### src/common/serv_pkg.sv
package serv_pkg;

   // Data and address word
   typedef logic [31:0] word_t;

   // Register index
   typedef logic [4:0] reg_addr_t;

   // Bit position within a serial pass
   typedef logic [4:0] bit_cnt_t;

   // Instruction classes that the core executes
   typedef enum logic [2:0] {
      op_reg,
      op_imm,
      op_lui,
      op_jal,
      op_branch,
      op_load,
      op_store,
      op_other
   } opcode_e;

   typedef enum logic [1:0] {
      alu_add,
      alu_and,
      alu_or,
      alu_xor
   } alu_sel_e;

   // Source of the rd bit stream during write-back
   typedef enum logic [1:0] {
      rd_alu,
      rd_imm,
      rd_pc,
      rd_mem
   } rd_src_e;

   localparam word_t RESET_PC_DEFAULT = 32'h0000_0000;

endpackage

### src/logic/serv_state.sv
module serv_state import serv_pkg::*; (
   input  logic     clk,
   input  logic     i_rst_n,
   input  logic     i_ibus_ack,
   input  logic     i_dbus_ack,
   input  logic     i_two_pass,
   input  logic     i_mem_op,
   output logic     o_init,
   output logic     o_run,
   output logic     o_cnt_en,
   output bit_cnt_t o_cnt,
   output logic     o_cnt_done,
   output logic     o_fetch_req,
   output logic     o_dbus_cyc
);

   typedef enum logic [2:0] {
      st_idle,
      st_fetch,
      st_decode,
      st_init,
      st_mem,
      st_run
   } state_e;

   state_e   state_r;
   bit_cnt_t cnt_r;

   assign o_init     = (state_r == st_init);
   assign o_run      = (state_r == st_run);
   assign o_cnt_en   = o_init | o_run;
   assign o_cnt      = cnt_r;
   assign o_cnt_done = o_cnt_en & (cnt_r == 5'd31);
   assign o_dbus_cyc = (state_r == st_mem);

   // Next fetch goes out on the same edge that finishes the run pass
   assign o_fetch_req = (state_r == st_idle) | (o_run & o_cnt_done);

   always_ff @(posedge clk or negedge i_rst_n) begin
      if (!i_rst_n) begin
         state_r <= st_idle;
         cnt_r   <= '0;
      end else begin
         if (o_cnt_en) begin
            cnt_r <= cnt_r + 5'd1;
         end
         case (state_r)
            st_idle: state_r <= st_fetch;
            st_fetch: begin
               if (i_ibus_ack) begin
                  state_r <= st_decode;
               end
            end
            st_decode: state_r <= i_two_pass ? st_init : st_run;
            st_init: begin
               if (o_cnt_done) begin
                  state_r <= i_mem_op ? st_mem : st_run;
               end
            end
            st_mem: begin
               if (i_dbus_ack) begin
                  state_r <= st_run;
               end
            end
            st_run: begin
               if (o_cnt_done) begin
                  state_r <= st_fetch;
               end
            end
            default: state_r <= st_idle;
         endcase
      end
   end

endmodule

### src/decode/serv_decode.sv
module serv_decode import serv_pkg::*; (
   input  logic      clk,
   input  logic      i_rst_n,
   input  word_t     i_ibus_rdt,
   input  logic      i_ibus_ack,
   input  logic      i_ibus_cyc,
   input  bit_cnt_t  i_cnt,
   input  logic      i_cnt_en,
   input  logic      i_alu_eq,
   output logic      o_two_pass,
   output logic      o_mem_op,
   output logic      o_dbus_we,
   output alu_sel_e  o_alu_sel,
   output logic      o_alu_sub,
   output logic      o_imm_sel,
   output rd_src_e   o_rd_src,
   output logic      o_rd_en,
   output reg_addr_t o_rd_addr,
   output reg_addr_t o_rs1_addr,
   output reg_addr_t o_rs2_addr,
   output logic      o_imm,
   output logic      o_take_branch
);

   word_t      insn_r;
   word_t      imm_w;
   opcode_e    opcode;
   logic [6:0] major;
   logic [2:0] funct3;
   logic [6:0] funct7;
   logic       f3_kept;

   always_ff @(posedge clk or negedge i_rst_n) begin
      if (!i_rst_n) begin
         insn_r <= '0;
      end else if (i_ibus_cyc && i_ibus_ack) begin
         insn_r <= i_ibus_rdt;
      end
   end

   assign major  = insn_r[6:0];
   assign funct3 = insn_r[14:12];
   assign funct7 = insn_r[31:25];

   // ADD/SUB, XOR, OR, AND
   assign f3_kept = (funct3 == 3'b000) | (funct3 == 3'b100) |
                    (funct3 == 3'b110) | (funct3 == 3'b111);

   always_comb begin
      opcode = op_other;
      case (major)
         7'b0110011: begin
            if (f3_kept && (funct7 == 7'b0000000 ||
                            (funct7 == 7'b0100000 && funct3 == 3'b000))) begin
               opcode = op_reg;
            end
         end
         7'b0010011: begin
            if (f3_kept) begin
               opcode = op_imm;
            end
         end
         7'b0110111: opcode = op_lui;
         7'b1101111: opcode = op_jal;
         7'b1100011: begin
            // BEQ and BNE only
            if (funct3[2:1] == 2'b00) begin
               opcode = op_branch;
            end
         end
         7'b0000011: begin
            if (funct3 == 3'b010) begin
               opcode = op_load;
            end
         end
         7'b0100011: begin
            if (funct3 == 3'b010) begin
               opcode = op_store;
            end
         end
         default: opcode = op_other;
      endcase
   end

   always_comb begin
      case (opcode)
         op_store:  imm_w = {{21{insn_r[31]}}, insn_r[30:25], insn_r[11:7]};
         op_branch: imm_w = {{20{insn_r[31]}}, insn_r[7], insn_r[30:25],
                             insn_r[11:8], 1'b0};
         op_lui:    imm_w = {insn_r[31:12], 12'b0};
         op_jal:    imm_w = {{12{insn_r[31]}}, insn_r[19:12], insn_r[20],
                             insn_r[30:21], 1'b0};
         default:   imm_w = {{21{insn_r[31]}}, insn_r[30:20]};
      endcase
   end

   assign o_imm = i_cnt_en & imm_w[i_cnt];

   always_comb begin
      case (funct3)
         3'b111:  o_alu_sel = alu_and;
         3'b110:  o_alu_sel = alu_or;
         3'b100:  o_alu_sel = alu_xor;
         default: o_alu_sel = alu_add;
      endcase
   end

   always_comb begin
      case (opcode)
         op_lui:  o_rd_src = rd_imm;
         op_jal:  o_rd_src = rd_pc;
         op_load: o_rd_src = rd_mem;
         default: o_rd_src = rd_alu;
      endcase
   end

   assign o_two_pass = (opcode == op_branch) | (opcode == op_load) | (opcode == op_store);
   assign o_mem_op   = (opcode == op_load) | (opcode == op_store);
   assign o_dbus_we  = (opcode == op_store);
   assign o_alu_sub  = (opcode == op_reg) & funct7[5];
   assign o_imm_sel  = (opcode == op_imm);
   assign o_rd_en    = (opcode == op_reg) | (opcode == op_imm) | (opcode == op_lui) |
                       (opcode == op_jal) | (opcode == op_load);

   assign o_rd_addr  = insn_r[11:7];
   assign o_rs1_addr = insn_r[19:15];
   assign o_rs2_addr = insn_r[24:20];

   // JAL always jumps, BNE inverts the equality result
   assign o_take_branch = (opcode == op_jal) |
                          ((opcode == op_branch) & (i_alu_eq ^ funct3[0]));

endmodule

### src/logic/serv_bufreg.sv
module serv_bufreg import serv_pkg::*; (
   input  logic  clk,
   input  logic  i_rst_n,
   input  logic  i_init,
   input  logic  i_cnt_en,
   input  logic  i_rs1,
   input  logic  i_imm,
   input  logic  i_rs1_en,
   output logic  o_q,
   output word_t o_adr
);

   word_t data_r;
   logic  carry_r;
   logic  a;
   logic  sum;
   logic  cout;

   assign a    = i_rs1 & i_rs1_en;
   assign sum  = a ^ i_imm ^ carry_r;
   assign cout = (a & i_imm) | (carry_r & (a ^ i_imm));

   // Carry only lives across the init pass
   always_ff @(posedge clk or negedge i_rst_n) begin
      if (!i_rst_n) begin
         carry_r <= 1'b0;
      end else if (i_cnt_en) begin
         carry_r <= i_init & cout;
      end else begin
         carry_r <= 1'b0;
      end
   end

   always_ff @(posedge clk) begin
      if (i_cnt_en && i_init) begin
         data_r <= {sum, data_r[31:1]};
      end else if (i_cnt_en) begin
         // Rotate so the word is intact again after the run pass
         data_r <= {data_r[0], data_r[31:1]};
      end
   end

   assign o_q   = data_r[0];
   assign o_adr = data_r;

endmodule

### src/logic/serv_ctrl.sv
module serv_ctrl import serv_pkg::*; #(
   parameter word_t RESET_PC = RESET_PC_DEFAULT
) (
   input  logic  clk,
   input  logic  i_rst_n,
   input  logic  i_fetch_req,
   input  logic  i_ibus_ack,
   input  logic  i_run,
   input  logic  i_cnt_en,
   input  logic  i_cnt_done,
   input  logic  i_jump,
   input  logic  i_imm,
   output word_t o_ibus_adr,
   output logic  o_ibus_cyc,
   output logic  o_pc_bit
);

   word_t      pc_r;
   logic [2:0] pos_r;
   logic       c4_r;
   logic       ct_r;
   logic       cyc_r;
   logic       en;
   logic       four;
   logic       p4_sum;
   logic       p4_cout;
   logic       tg_sum;
   logic       tg_cout;
   logic       new_bit;

   assign en = i_run & i_cnt_en;

   // One-hot position marker, bit 2 is the only set bit of the constant 4
   assign four = pos_r[2];

   assign p4_sum  = pc_r[0] ^ four ^ c4_r;
   assign p4_cout = (pc_r[0] & four) | (c4_r & (pc_r[0] ^ four));
   assign tg_sum  = pc_r[0] ^ i_imm ^ ct_r;
   assign tg_cout = (pc_r[0] & i_imm) | (ct_r & (pc_r[0] ^ i_imm));

   assign new_bit = i_jump ? tg_sum : p4_sum;

   always_ff @(posedge clk or negedge i_rst_n) begin
      if (!i_rst_n) begin
         pc_r  <= RESET_PC;
         pos_r <= 3'b001;
         c4_r  <= 1'b0;
         ct_r  <= 1'b0;
         cyc_r <= 1'b0;
      end else begin
         if (en) begin
            pc_r <= {new_bit, pc_r[31:1]};
            if (i_cnt_done) begin
               pos_r <= 3'b001;
               c4_r  <= 1'b0;
               ct_r  <= 1'b0;
            end else begin
               pos_r <= {pos_r[1:0], 1'b0};
               c4_r  <= p4_cout;
               ct_r  <= tg_cout;
            end
         end
         if (i_fetch_req) begin
            cyc_r <= 1'b1;
         end else if (i_ibus_ack) begin
            cyc_r <= 1'b0;
         end
      end
   end

   assign o_ibus_adr = pc_r;
   assign o_ibus_cyc = cyc_r;

   // Return address for JAL
   assign o_pc_bit = p4_sum;

endmodule

### src/logic/serv_alu.sv
module serv_alu import serv_pkg::*; (
   input  logic     clk,
   input  logic     i_rst_n,
   input  logic     i_cnt_en,
   input  logic     i_init,
   input  logic     i_cnt_done,
   input  logic     i_rs1,
   input  logic     i_op_b,
   input  logic     i_sub,
   input  alu_sel_e i_sel,
   output logic     o_rd,
   output logic     o_eq
);

   logic first_r;
   logic carry_r;
   logic eq_r;
   logic b;
   logic cin;
   logic sum;
   logic cout;

   // Subtract is rs1 + ~b + 1, the +1 enters as carry on bit 0
   assign b    = i_op_b ^ i_sub;
   assign cin  = first_r ? i_sub : carry_r;
   assign sum  = i_rs1 ^ b ^ cin;
   assign cout = (i_rs1 & b) | (cin & (i_rs1 ^ b));

   always_ff @(posedge clk or negedge i_rst_n) begin
      if (!i_rst_n) begin
         first_r <= 1'b1;
         carry_r <= 1'b0;
         eq_r    <= 1'b0;
      end else if (i_cnt_en) begin
         first_r <= i_cnt_done;
         carry_r <= cout;
         // Compare result is held from the init pass into the run pass
         if (i_init) begin
            eq_r <= (first_r | eq_r) & ~(i_rs1 ^ i_op_b);
         end
      end
   end

   always_comb begin
      case (i_sel)
         alu_and: o_rd = i_rs1 & i_op_b;
         alu_or:  o_rd = i_rs1 | i_op_b;
         alu_xor: o_rd = i_rs1 ^ i_op_b;
         default: o_rd = sum;
      endcase
   end

   assign o_eq = eq_r;

endmodule

### src/logic/serv_rf.sv
module serv_rf import serv_pkg::*; (
   input  logic      clk,
   input  logic      i_rst_n,
   input  bit_cnt_t  i_cnt,
   input  logic      i_cnt_en,
   input  logic      i_run,
   input  logic      i_rd_en,
   input  reg_addr_t i_rd_addr,
   input  reg_addr_t i_rs1_addr,
   input  reg_addr_t i_rs2_addr,
   input  logic      i_rd,
   output logic      o_rs1,
   output logic      o_rs2
);

   word_t regs [32];
   logic  wen;

   // x0 is never written, so it stays at its reset value of zero
   assign wen = i_run & i_cnt_en & i_rd_en & (i_rd_addr != 5'd0);

   always_ff @(posedge clk or negedge i_rst_n) begin
      if (!i_rst_n) begin
         for (int i = 0; i < 32; i++) begin
            regs[i] <= '0;
         end
      end else if (wen) begin
         regs[i_rd_addr][i_cnt] <= i_rd;
      end
   end

   // Reads see the old bit, so rd may equal rs1 or rs2
   assign o_rs1 = regs[i_rs1_addr][i_cnt];
   assign o_rs2 = regs[i_rs2_addr][i_cnt];

endmodule

### src/logic/serv_mem_if.sv
module serv_mem_if import serv_pkg::*; (
   input  logic       clk,
   input  logic       i_rst_n,
   input  logic       i_init,
   input  logic       i_cnt_en,
   input  logic       i_run,
   input  logic       i_rs2,
   input  logic       i_dbus_ack,
   input  word_t      i_dbus_rdt,
   output word_t      o_dbus_dat,
   output logic [3:0] o_dbus_sel,
   output logic       o_rd
);

   word_t dat_r;

   // One register holds store data on the way out and load data on the way in
   always_ff @(posedge clk or negedge i_rst_n) begin
      if (!i_rst_n) begin
         dat_r <= '0;
      end else if (i_dbus_ack) begin
         dat_r <= i_dbus_rdt;
      end else if (i_cnt_en && i_init) begin
         dat_r <= {i_rs2, dat_r[31:1]};
      end else if (i_cnt_en && i_run) begin
         dat_r <= {1'b0, dat_r[31:1]};
      end
   end

   assign o_dbus_dat = dat_r;
   assign o_rd       = dat_r[0];

   // Word accesses only
   assign o_dbus_sel = 4'b1111;

endmodule

### src/logic/serv_top.sv
module serv_top import serv_pkg::*; #(
   parameter word_t RESET_PC = RESET_PC_DEFAULT
) (
   input  logic       clk,
   input  logic       i_rst_n,
   output word_t      o_ibus_adr,
   output logic       o_ibus_cyc,
   input  word_t      i_ibus_rdt,
   input  logic       i_ibus_ack,
   output word_t      o_dbus_adr,
   output word_t      o_dbus_dat,
   output logic [3:0] o_dbus_sel,
   output logic       o_dbus_we,
   output logic       o_dbus_cyc,
   input  word_t      i_dbus_rdt,
   input  logic       i_dbus_ack
);

   logic      init;
   logic      run;
   logic      cnt_en;
   bit_cnt_t  cnt;
   logic      cnt_done;
   logic      fetch_req;
   logic      two_pass;
   logic      mem_op;
   alu_sel_e  alu_sel;
   logic      alu_sub;
   logic      imm_sel;
   rd_src_e   rd_src;
   logic      rd_en;
   reg_addr_t rd_addr;
   reg_addr_t rs1_addr;
   reg_addr_t rs2_addr;
   logic      imm;
   logic      take_branch;
   logic      alu_eq;
   logic      alu_rd;
   logic      rs1;
   logic      rs2;
   logic      op_b;
   logic      pc_bit;
   logic      mem_rd;
   logic      rd;

   assign op_b = imm_sel ? imm : rs2;

   always_comb begin
      case (rd_src)
         rd_imm:  rd = imm;
         rd_pc:   rd = pc_bit;
         rd_mem:  rd = mem_rd;
         default: rd = alu_rd;
      endcase
   end

   serv_state state (
      .clk         (clk),
      .i_rst_n     (i_rst_n),
      .i_ibus_ack  (i_ibus_ack),
      .i_dbus_ack  (i_dbus_ack),
      .i_two_pass  (two_pass),
      .i_mem_op    (mem_op),
      .o_init      (init),
      .o_run       (run),
      .o_cnt_en    (cnt_en),
      .o_cnt       (cnt),
      .o_cnt_done  (cnt_done),
      .o_fetch_req (fetch_req),
      .o_dbus_cyc  (o_dbus_cyc)
   );

   serv_decode decode (
      .clk           (clk),
      .i_rst_n       (i_rst_n),
      .i_ibus_rdt    (i_ibus_rdt),
      .i_ibus_ack    (i_ibus_ack),
      .i_ibus_cyc    (o_ibus_cyc),
      .i_cnt         (cnt),
      .i_cnt_en      (cnt_en),
      .i_alu_eq      (alu_eq),
      .o_two_pass    (two_pass),
      .o_mem_op      (mem_op),
      .o_dbus_we     (o_dbus_we),
      .o_alu_sel     (alu_sel),
      .o_alu_sub     (alu_sub),
      .o_imm_sel     (imm_sel),
      .o_rd_src      (rd_src),
      .o_rd_en       (rd_en),
      .o_rd_addr     (rd_addr),
      .o_rs1_addr    (rs1_addr),
      .o_rs2_addr    (rs2_addr),
      .o_imm         (imm),
      .o_take_branch (take_branch)
   );

   serv_bufreg bufreg (
      .clk      (clk),
      .i_rst_n  (i_rst_n),
      .i_init   (init),
      .i_cnt_en (cnt_en),
      .i_rs1    (rs1),
      .i_imm    (imm),
      .i_rs1_en (mem_op),
      .o_q      (),
      .o_adr    (o_dbus_adr)
   );

   // Branch and JAL offsets come straight from the serial immediate
   serv_ctrl #(
      .RESET_PC (RESET_PC)
   ) ctrl (
      .clk         (clk),
      .i_rst_n     (i_rst_n),
      .i_fetch_req (fetch_req),
      .i_ibus_ack  (i_ibus_ack),
      .i_run       (run),
      .i_cnt_en    (cnt_en),
      .i_cnt_done  (cnt_done),
      .i_jump      (take_branch),
      .i_imm       (imm),
      .o_ibus_adr  (o_ibus_adr),
      .o_ibus_cyc  (o_ibus_cyc),
      .o_pc_bit    (pc_bit)
   );

   serv_alu alu (
      .clk        (clk),
      .i_rst_n    (i_rst_n),
      .i_cnt_en   (cnt_en),
      .i_init     (init),
      .i_cnt_done (cnt_done),
      .i_rs1      (rs1),
      .i_op_b     (op_b),
      .i_sub      (alu_sub),
      .i_sel      (alu_sel),
      .o_rd       (alu_rd),
      .o_eq       (alu_eq)
   );

   serv_rf rf (
      .clk        (clk),
      .i_rst_n    (i_rst_n),
      .i_cnt      (cnt),
      .i_cnt_en   (cnt_en),
      .i_run      (run),
      .i_rd_en    (rd_en),
      .i_rd_addr  (rd_addr),
      .i_rs1_addr (rs1_addr),
      .i_rs2_addr (rs2_addr),
      .i_rd       (rd),
      .o_rs1      (rs1),
      .o_rs2      (rs2)
   );

   serv_mem_if mem_if (
      .clk        (clk),
      .i_rst_n    (i_rst_n),
      .i_init     (init),
      .i_cnt_en   (cnt_en),
      .i_run      (run),
      .i_rs2      (rs2),
      .i_dbus_ack (i_dbus_ack),
      .i_dbus_rdt (i_dbus_rdt),
      .o_dbus_dat (o_dbus_dat),
      .o_dbus_sel (o_dbus_sel),
      .o_rd       (mem_rd)
   );

endmodule

### config.mk
export PLATFORM = sky130hd
export DESIGN_NAME = serv_top
export DESIGN_NICKNAME = d
export VERILOG_FILES = /design/src/common/serv_pkg.sv /design/src/logic/serv_state.sv /design/src/decode/serv_decode.sv /design/src/logic/serv_bufreg.sv /design/src/logic/serv_ctrl.sv /design/src/logic/serv_alu.sv /design/src/logic/serv_rf.sv /design/src/logic/serv_mem_if.sv /design/src/logic/serv_top.sv
export SDC_FILE = /design/constraint.sdc
export NUM_CORES = 2
export LEC_CHECK = 0
export ABC_CLOCK_PERIOD_IN_PS = 6000
export BUFFER_PORTS_ARGS = -buffer_cell sky130_fd_sc_hd__buf_2
export CAP_MARGIN = 30
export CORE_MARGIN = 8
export CORE_UTILIZATION = 52
export CTS_CLUSTER_SIZE = 30
export DETAILED_ROUTE_END_ITERATION = 7
export HOLD_SLACK_MARGIN = 0.08
export PLACE_DENSITY = 0.74
export SYNTH_ARGS = -nofsm -noshare
export SYNTH_HDL_FRONTEND = slang
export SYNTH_SLANG_ARGS = --single-unit
### constraint.sdc
create_clock -name clk -period 6 [get_ports clk]
set_clock_uncertainty 0.1 [all_clocks]
set_input_delay 0 -clock clk [delete_from_list [all_inputs] [get_ports clk]]
set_output_delay 0 -clock clk [all_outputs]
set_load 0.02 [all_outputs]
==> results.toml <==
[status]
status = "complete, no violations"

[flow_run]
cap_violations = 0

[critical_path]
regToRegEndpoint = "rf.regs[437]"
critical_path.cell_chain = "buf_4 > nand2_1 > o32ai_1 > a2111oi_2 > o2111ai_2 > buf_4 > nor3_4 > mux2_2 > ha_1 > a221o_1 > o21ai_2 > inv_1 > mux2i_2 > o221ai_2 > a31oi_4 > buf_12 > buf_6 > clkbuf_16 > buf_6 > a31oi_1"
cp_top_family = "compound AO/OA/AOI/OAI gates"
rr_worst_depth = 20
timing.rr.start = "decode.insn_r[23]"
cp.arrival_ns = 6.45
reg2reg_slack_ns = 0.02
slowest_stage = "o32ai_1"
crit_start = "decode.insn_r[23]"
slowest_delay_ns = 0.88
crit_type = "reg -> reg"
worst-path-stages = 20
required_ns = 6.47
cp-endpoint = "rf.regs[437]"
cp_num_buf_inv = 7
end_kind = "register"
worstPathMaxFanout = 16
critPathLaunchType = "register"

[sta]
tightest_slew_ns = 1.12
max_freq_mhz = 167
layout_min_cycle_time_ns = 5.98
finalCritPeriodShare_pct = 99.6
relSlewSlack_pct = 25.5
whs_ns = 0.181
final-hold-violation-count = 0
setup_violations = 0
drv_slew = 0
tns_ns = 0

[synthesis]
syn-cell-area_um2 = 63000
synth_seq_cells = 1170
synth.distinct_cells = 86
ys_seq_area_share_pct = 46.7
ys_warn_count = 0
synthArstFlopShare_pct = 97.3
avgSynthCellArea_um2 = 11.5
ys_dominant_reg_cell = "dfrtp_1"
netlist_instances = 5486
synth_edf_count = 32

[drt]
drc = 0
drt_wl_total_um = 232000
wl_per_cell_um = 31.7
num_vias = 54723
drtIter0Drc = 10040
ant_nets = 0
first_pass_iters = 8
vias_per_cell = 7.47

[floorplanning]
ios = 171
start_util_pct = 52.5
rows = 127
die_x_um = 364
fp.coreArea_um2 = 120000
fp.dieArea_um2 = 133000
die_h_um = 364

[layout]
fillCellCount = 8787
area_delta_synth_final_pct = 17.4
regArea_um2 = 29500
final_common_cell = "dfrtp_1"
fin_util_pct = 61.6
nNetsFinal = 5688
drive_above_1_share_pct = 26.0
multi_input_area_um2 = 30900
final_cell_mix = "dfrtp_1, a21oi_1, a31oi_1"

[clock_network]
cts-root-buf = "clkbuf_16"
cts.sinks = 1170
cts_tree = "built"
path_clk_slew_ns = 0.06
htree_levels = 3
clock_latency_ns = 0.74
ctsLongestPathBuffers = 3
numCtsBuffers = 120

[grt]
overflow = 0
grtUsageTotal_pct = 33.7
grt_max_degree = 172
grt_pass1_wl_um = 341000
grt_pass1_vias = 52340
antenna_found_initial = 2

[power]
power_leakage_nw = 30.9
max-vdd-ir-drop_mv = 0.608
power_density_nw_per_um2 = 548

[placed_design]
dpl.hpwl_um = 135000
place_congestion = 0.963
portBuffers = 166

[hold_path]
hold_path.class = "in -> reg"
## synthesized netlist by cell type (all sizes together) (7+ instances only)
cell type / instances / area (um2)
nor2: 135 / 507
and2: 10 / 62.6
o221ai: 17 / 149
inv: 16 / 60.1
o22ai: 34 / 213
o21ai: 73 / 365
edfxtp: 32 / 961
mux2: 107 / 1200
nand2: 109 / 409
o211ai: 7 / 52.6
nor2b: 38 / 238
nand3: 20 / 100
o311ai: 8 / 70.1
dfrtp: 1136 / 28400
ha: 7 / 87.6
a22oi: 35 / 263
or3: 8 / 50.1
mux2i: 189 / 1890
a2111oi: 9 / 98.9
a21oi: 1046 / 5240
mux4: 508 / 11400
a31oi: 1001 / 6280
a211o: 7 / 61.3
nand3b: 8 / 60.1
nand2b: 22 / 138
nor3: 25 / 130
clkbuf: 512 / 1920
buf: 231 / 1290
a211oi: 28 / 215
## tightest hold or removal path: stages
cell and delay (ns):
dlygate4sd3_1 0.54, buf_2 0.13, mux2_2 0.27
## logic make-up (layout without fill, tap and decap cells)
family,Yosys count,in the layout,share of synthesized area (%)
buffers and inverters,761,981,5.21
adders and majority gates,11,11,0.266
other,1,6,0.00595
xor gates and xnor gates,5,5,0.0695
and+or+nand+nor,406,406,3.06
muxes,804,804,23.1
DFF,1170,1170,46.7
AOI/OAI and AO/OA,2328,2328,21.6
## layer usage
layer  track usage, %  share of wire (%)  up-vias
met3             10.5                 15     1067
li1                 -                  -    21900
met1             43.7                 35    27006
met2             48.6                 43     4748
met4             22.8                7.8        2
met5            0.145             0.0056        -
## power breakdown
group	switching, W	leakage (nW)	internal (W)
logic	0.0153	12.7	0.00809
clock network	0.00334	2.12	0.00488
registers	0.000605	16.1	0.00836
total	0.0192	30.9	0.0213
## flip-flops by register name (all words and copies together), names as in the netlist
name / count
mem_if.o_dbus_dat: 32
alu.carry_r: 1
bufreg.carry_r: 1
decode.insn_r: 32
ctrl.o_ibus_cyc: 1
alu.o_eq: 1
rf.regs: 1024
ctrl.ct_r: 1
ctrl.pos_r: 3
state.state_r: 3
state.o_cnt: 5
ctrl.o_ibus_adr: 32
alu.first_r: 1
bufreg.o_adr: 32
ctrl.c4_r: 1
## timing repair
item                       CTS  global route
setup endpoints to repair  989           992
resized for setup           10            50
pin swaps                    1             3
setup buffers                8            17
hold endpoints to repair   832             0
hold buffers               197             0
cloned                       1            12
## per-stage QoR
step | total power [W] | instances | setup WS, ns | cell area (um2)
2_1_floorplan | 0.0210 | 5489 | 0.571 | 63000
3_3_place_gp | 0.0291 | 6848 | -0.601 | 66400
3_5_place_dp | 0.0293 | 6859 | -0.357 | 66600
4_1_cts | 0.0379 | 7287 | 0.0179 | 73100
5_1_grt | 0.0414 | 7321 | -0.0140 | 73900
6_report | 0.0405 | 7323 | 0.0222 | 73900
## cell type report
cell class	instances	area share, %
antenna	2	0.00677
timing repair buffer	741	9.65
multi-input combinational	3558	41.9
clock buffer	163	4.63
clock inverter	59	1.18
sequential	1170	39.9
tap	1612	2.73
inverter	18	0.0914
## how the worst min path moves through the flow
stage                         from                 to  slack [ns]  cells after the start
floorplan                  i_rst_n        alu.carry_r       -0.40                      0
global placement           i_rst_n       rf.regs[406]       -0.03                      1
detailed placement         i_rst_n       rf.regs[881]       -0.02                      1
CTS                 i_ibus_rdt[16]  decode.insn_r[16]        0.12                      3
global route        i_ibus_rdt[16]  decode.insn_r[16]        0.19                      3
finish              i_ibus_rdt[16]  decode.insn_r[16]        0.18                      3
Note: power is estimated with default switching activity, not from simulation.
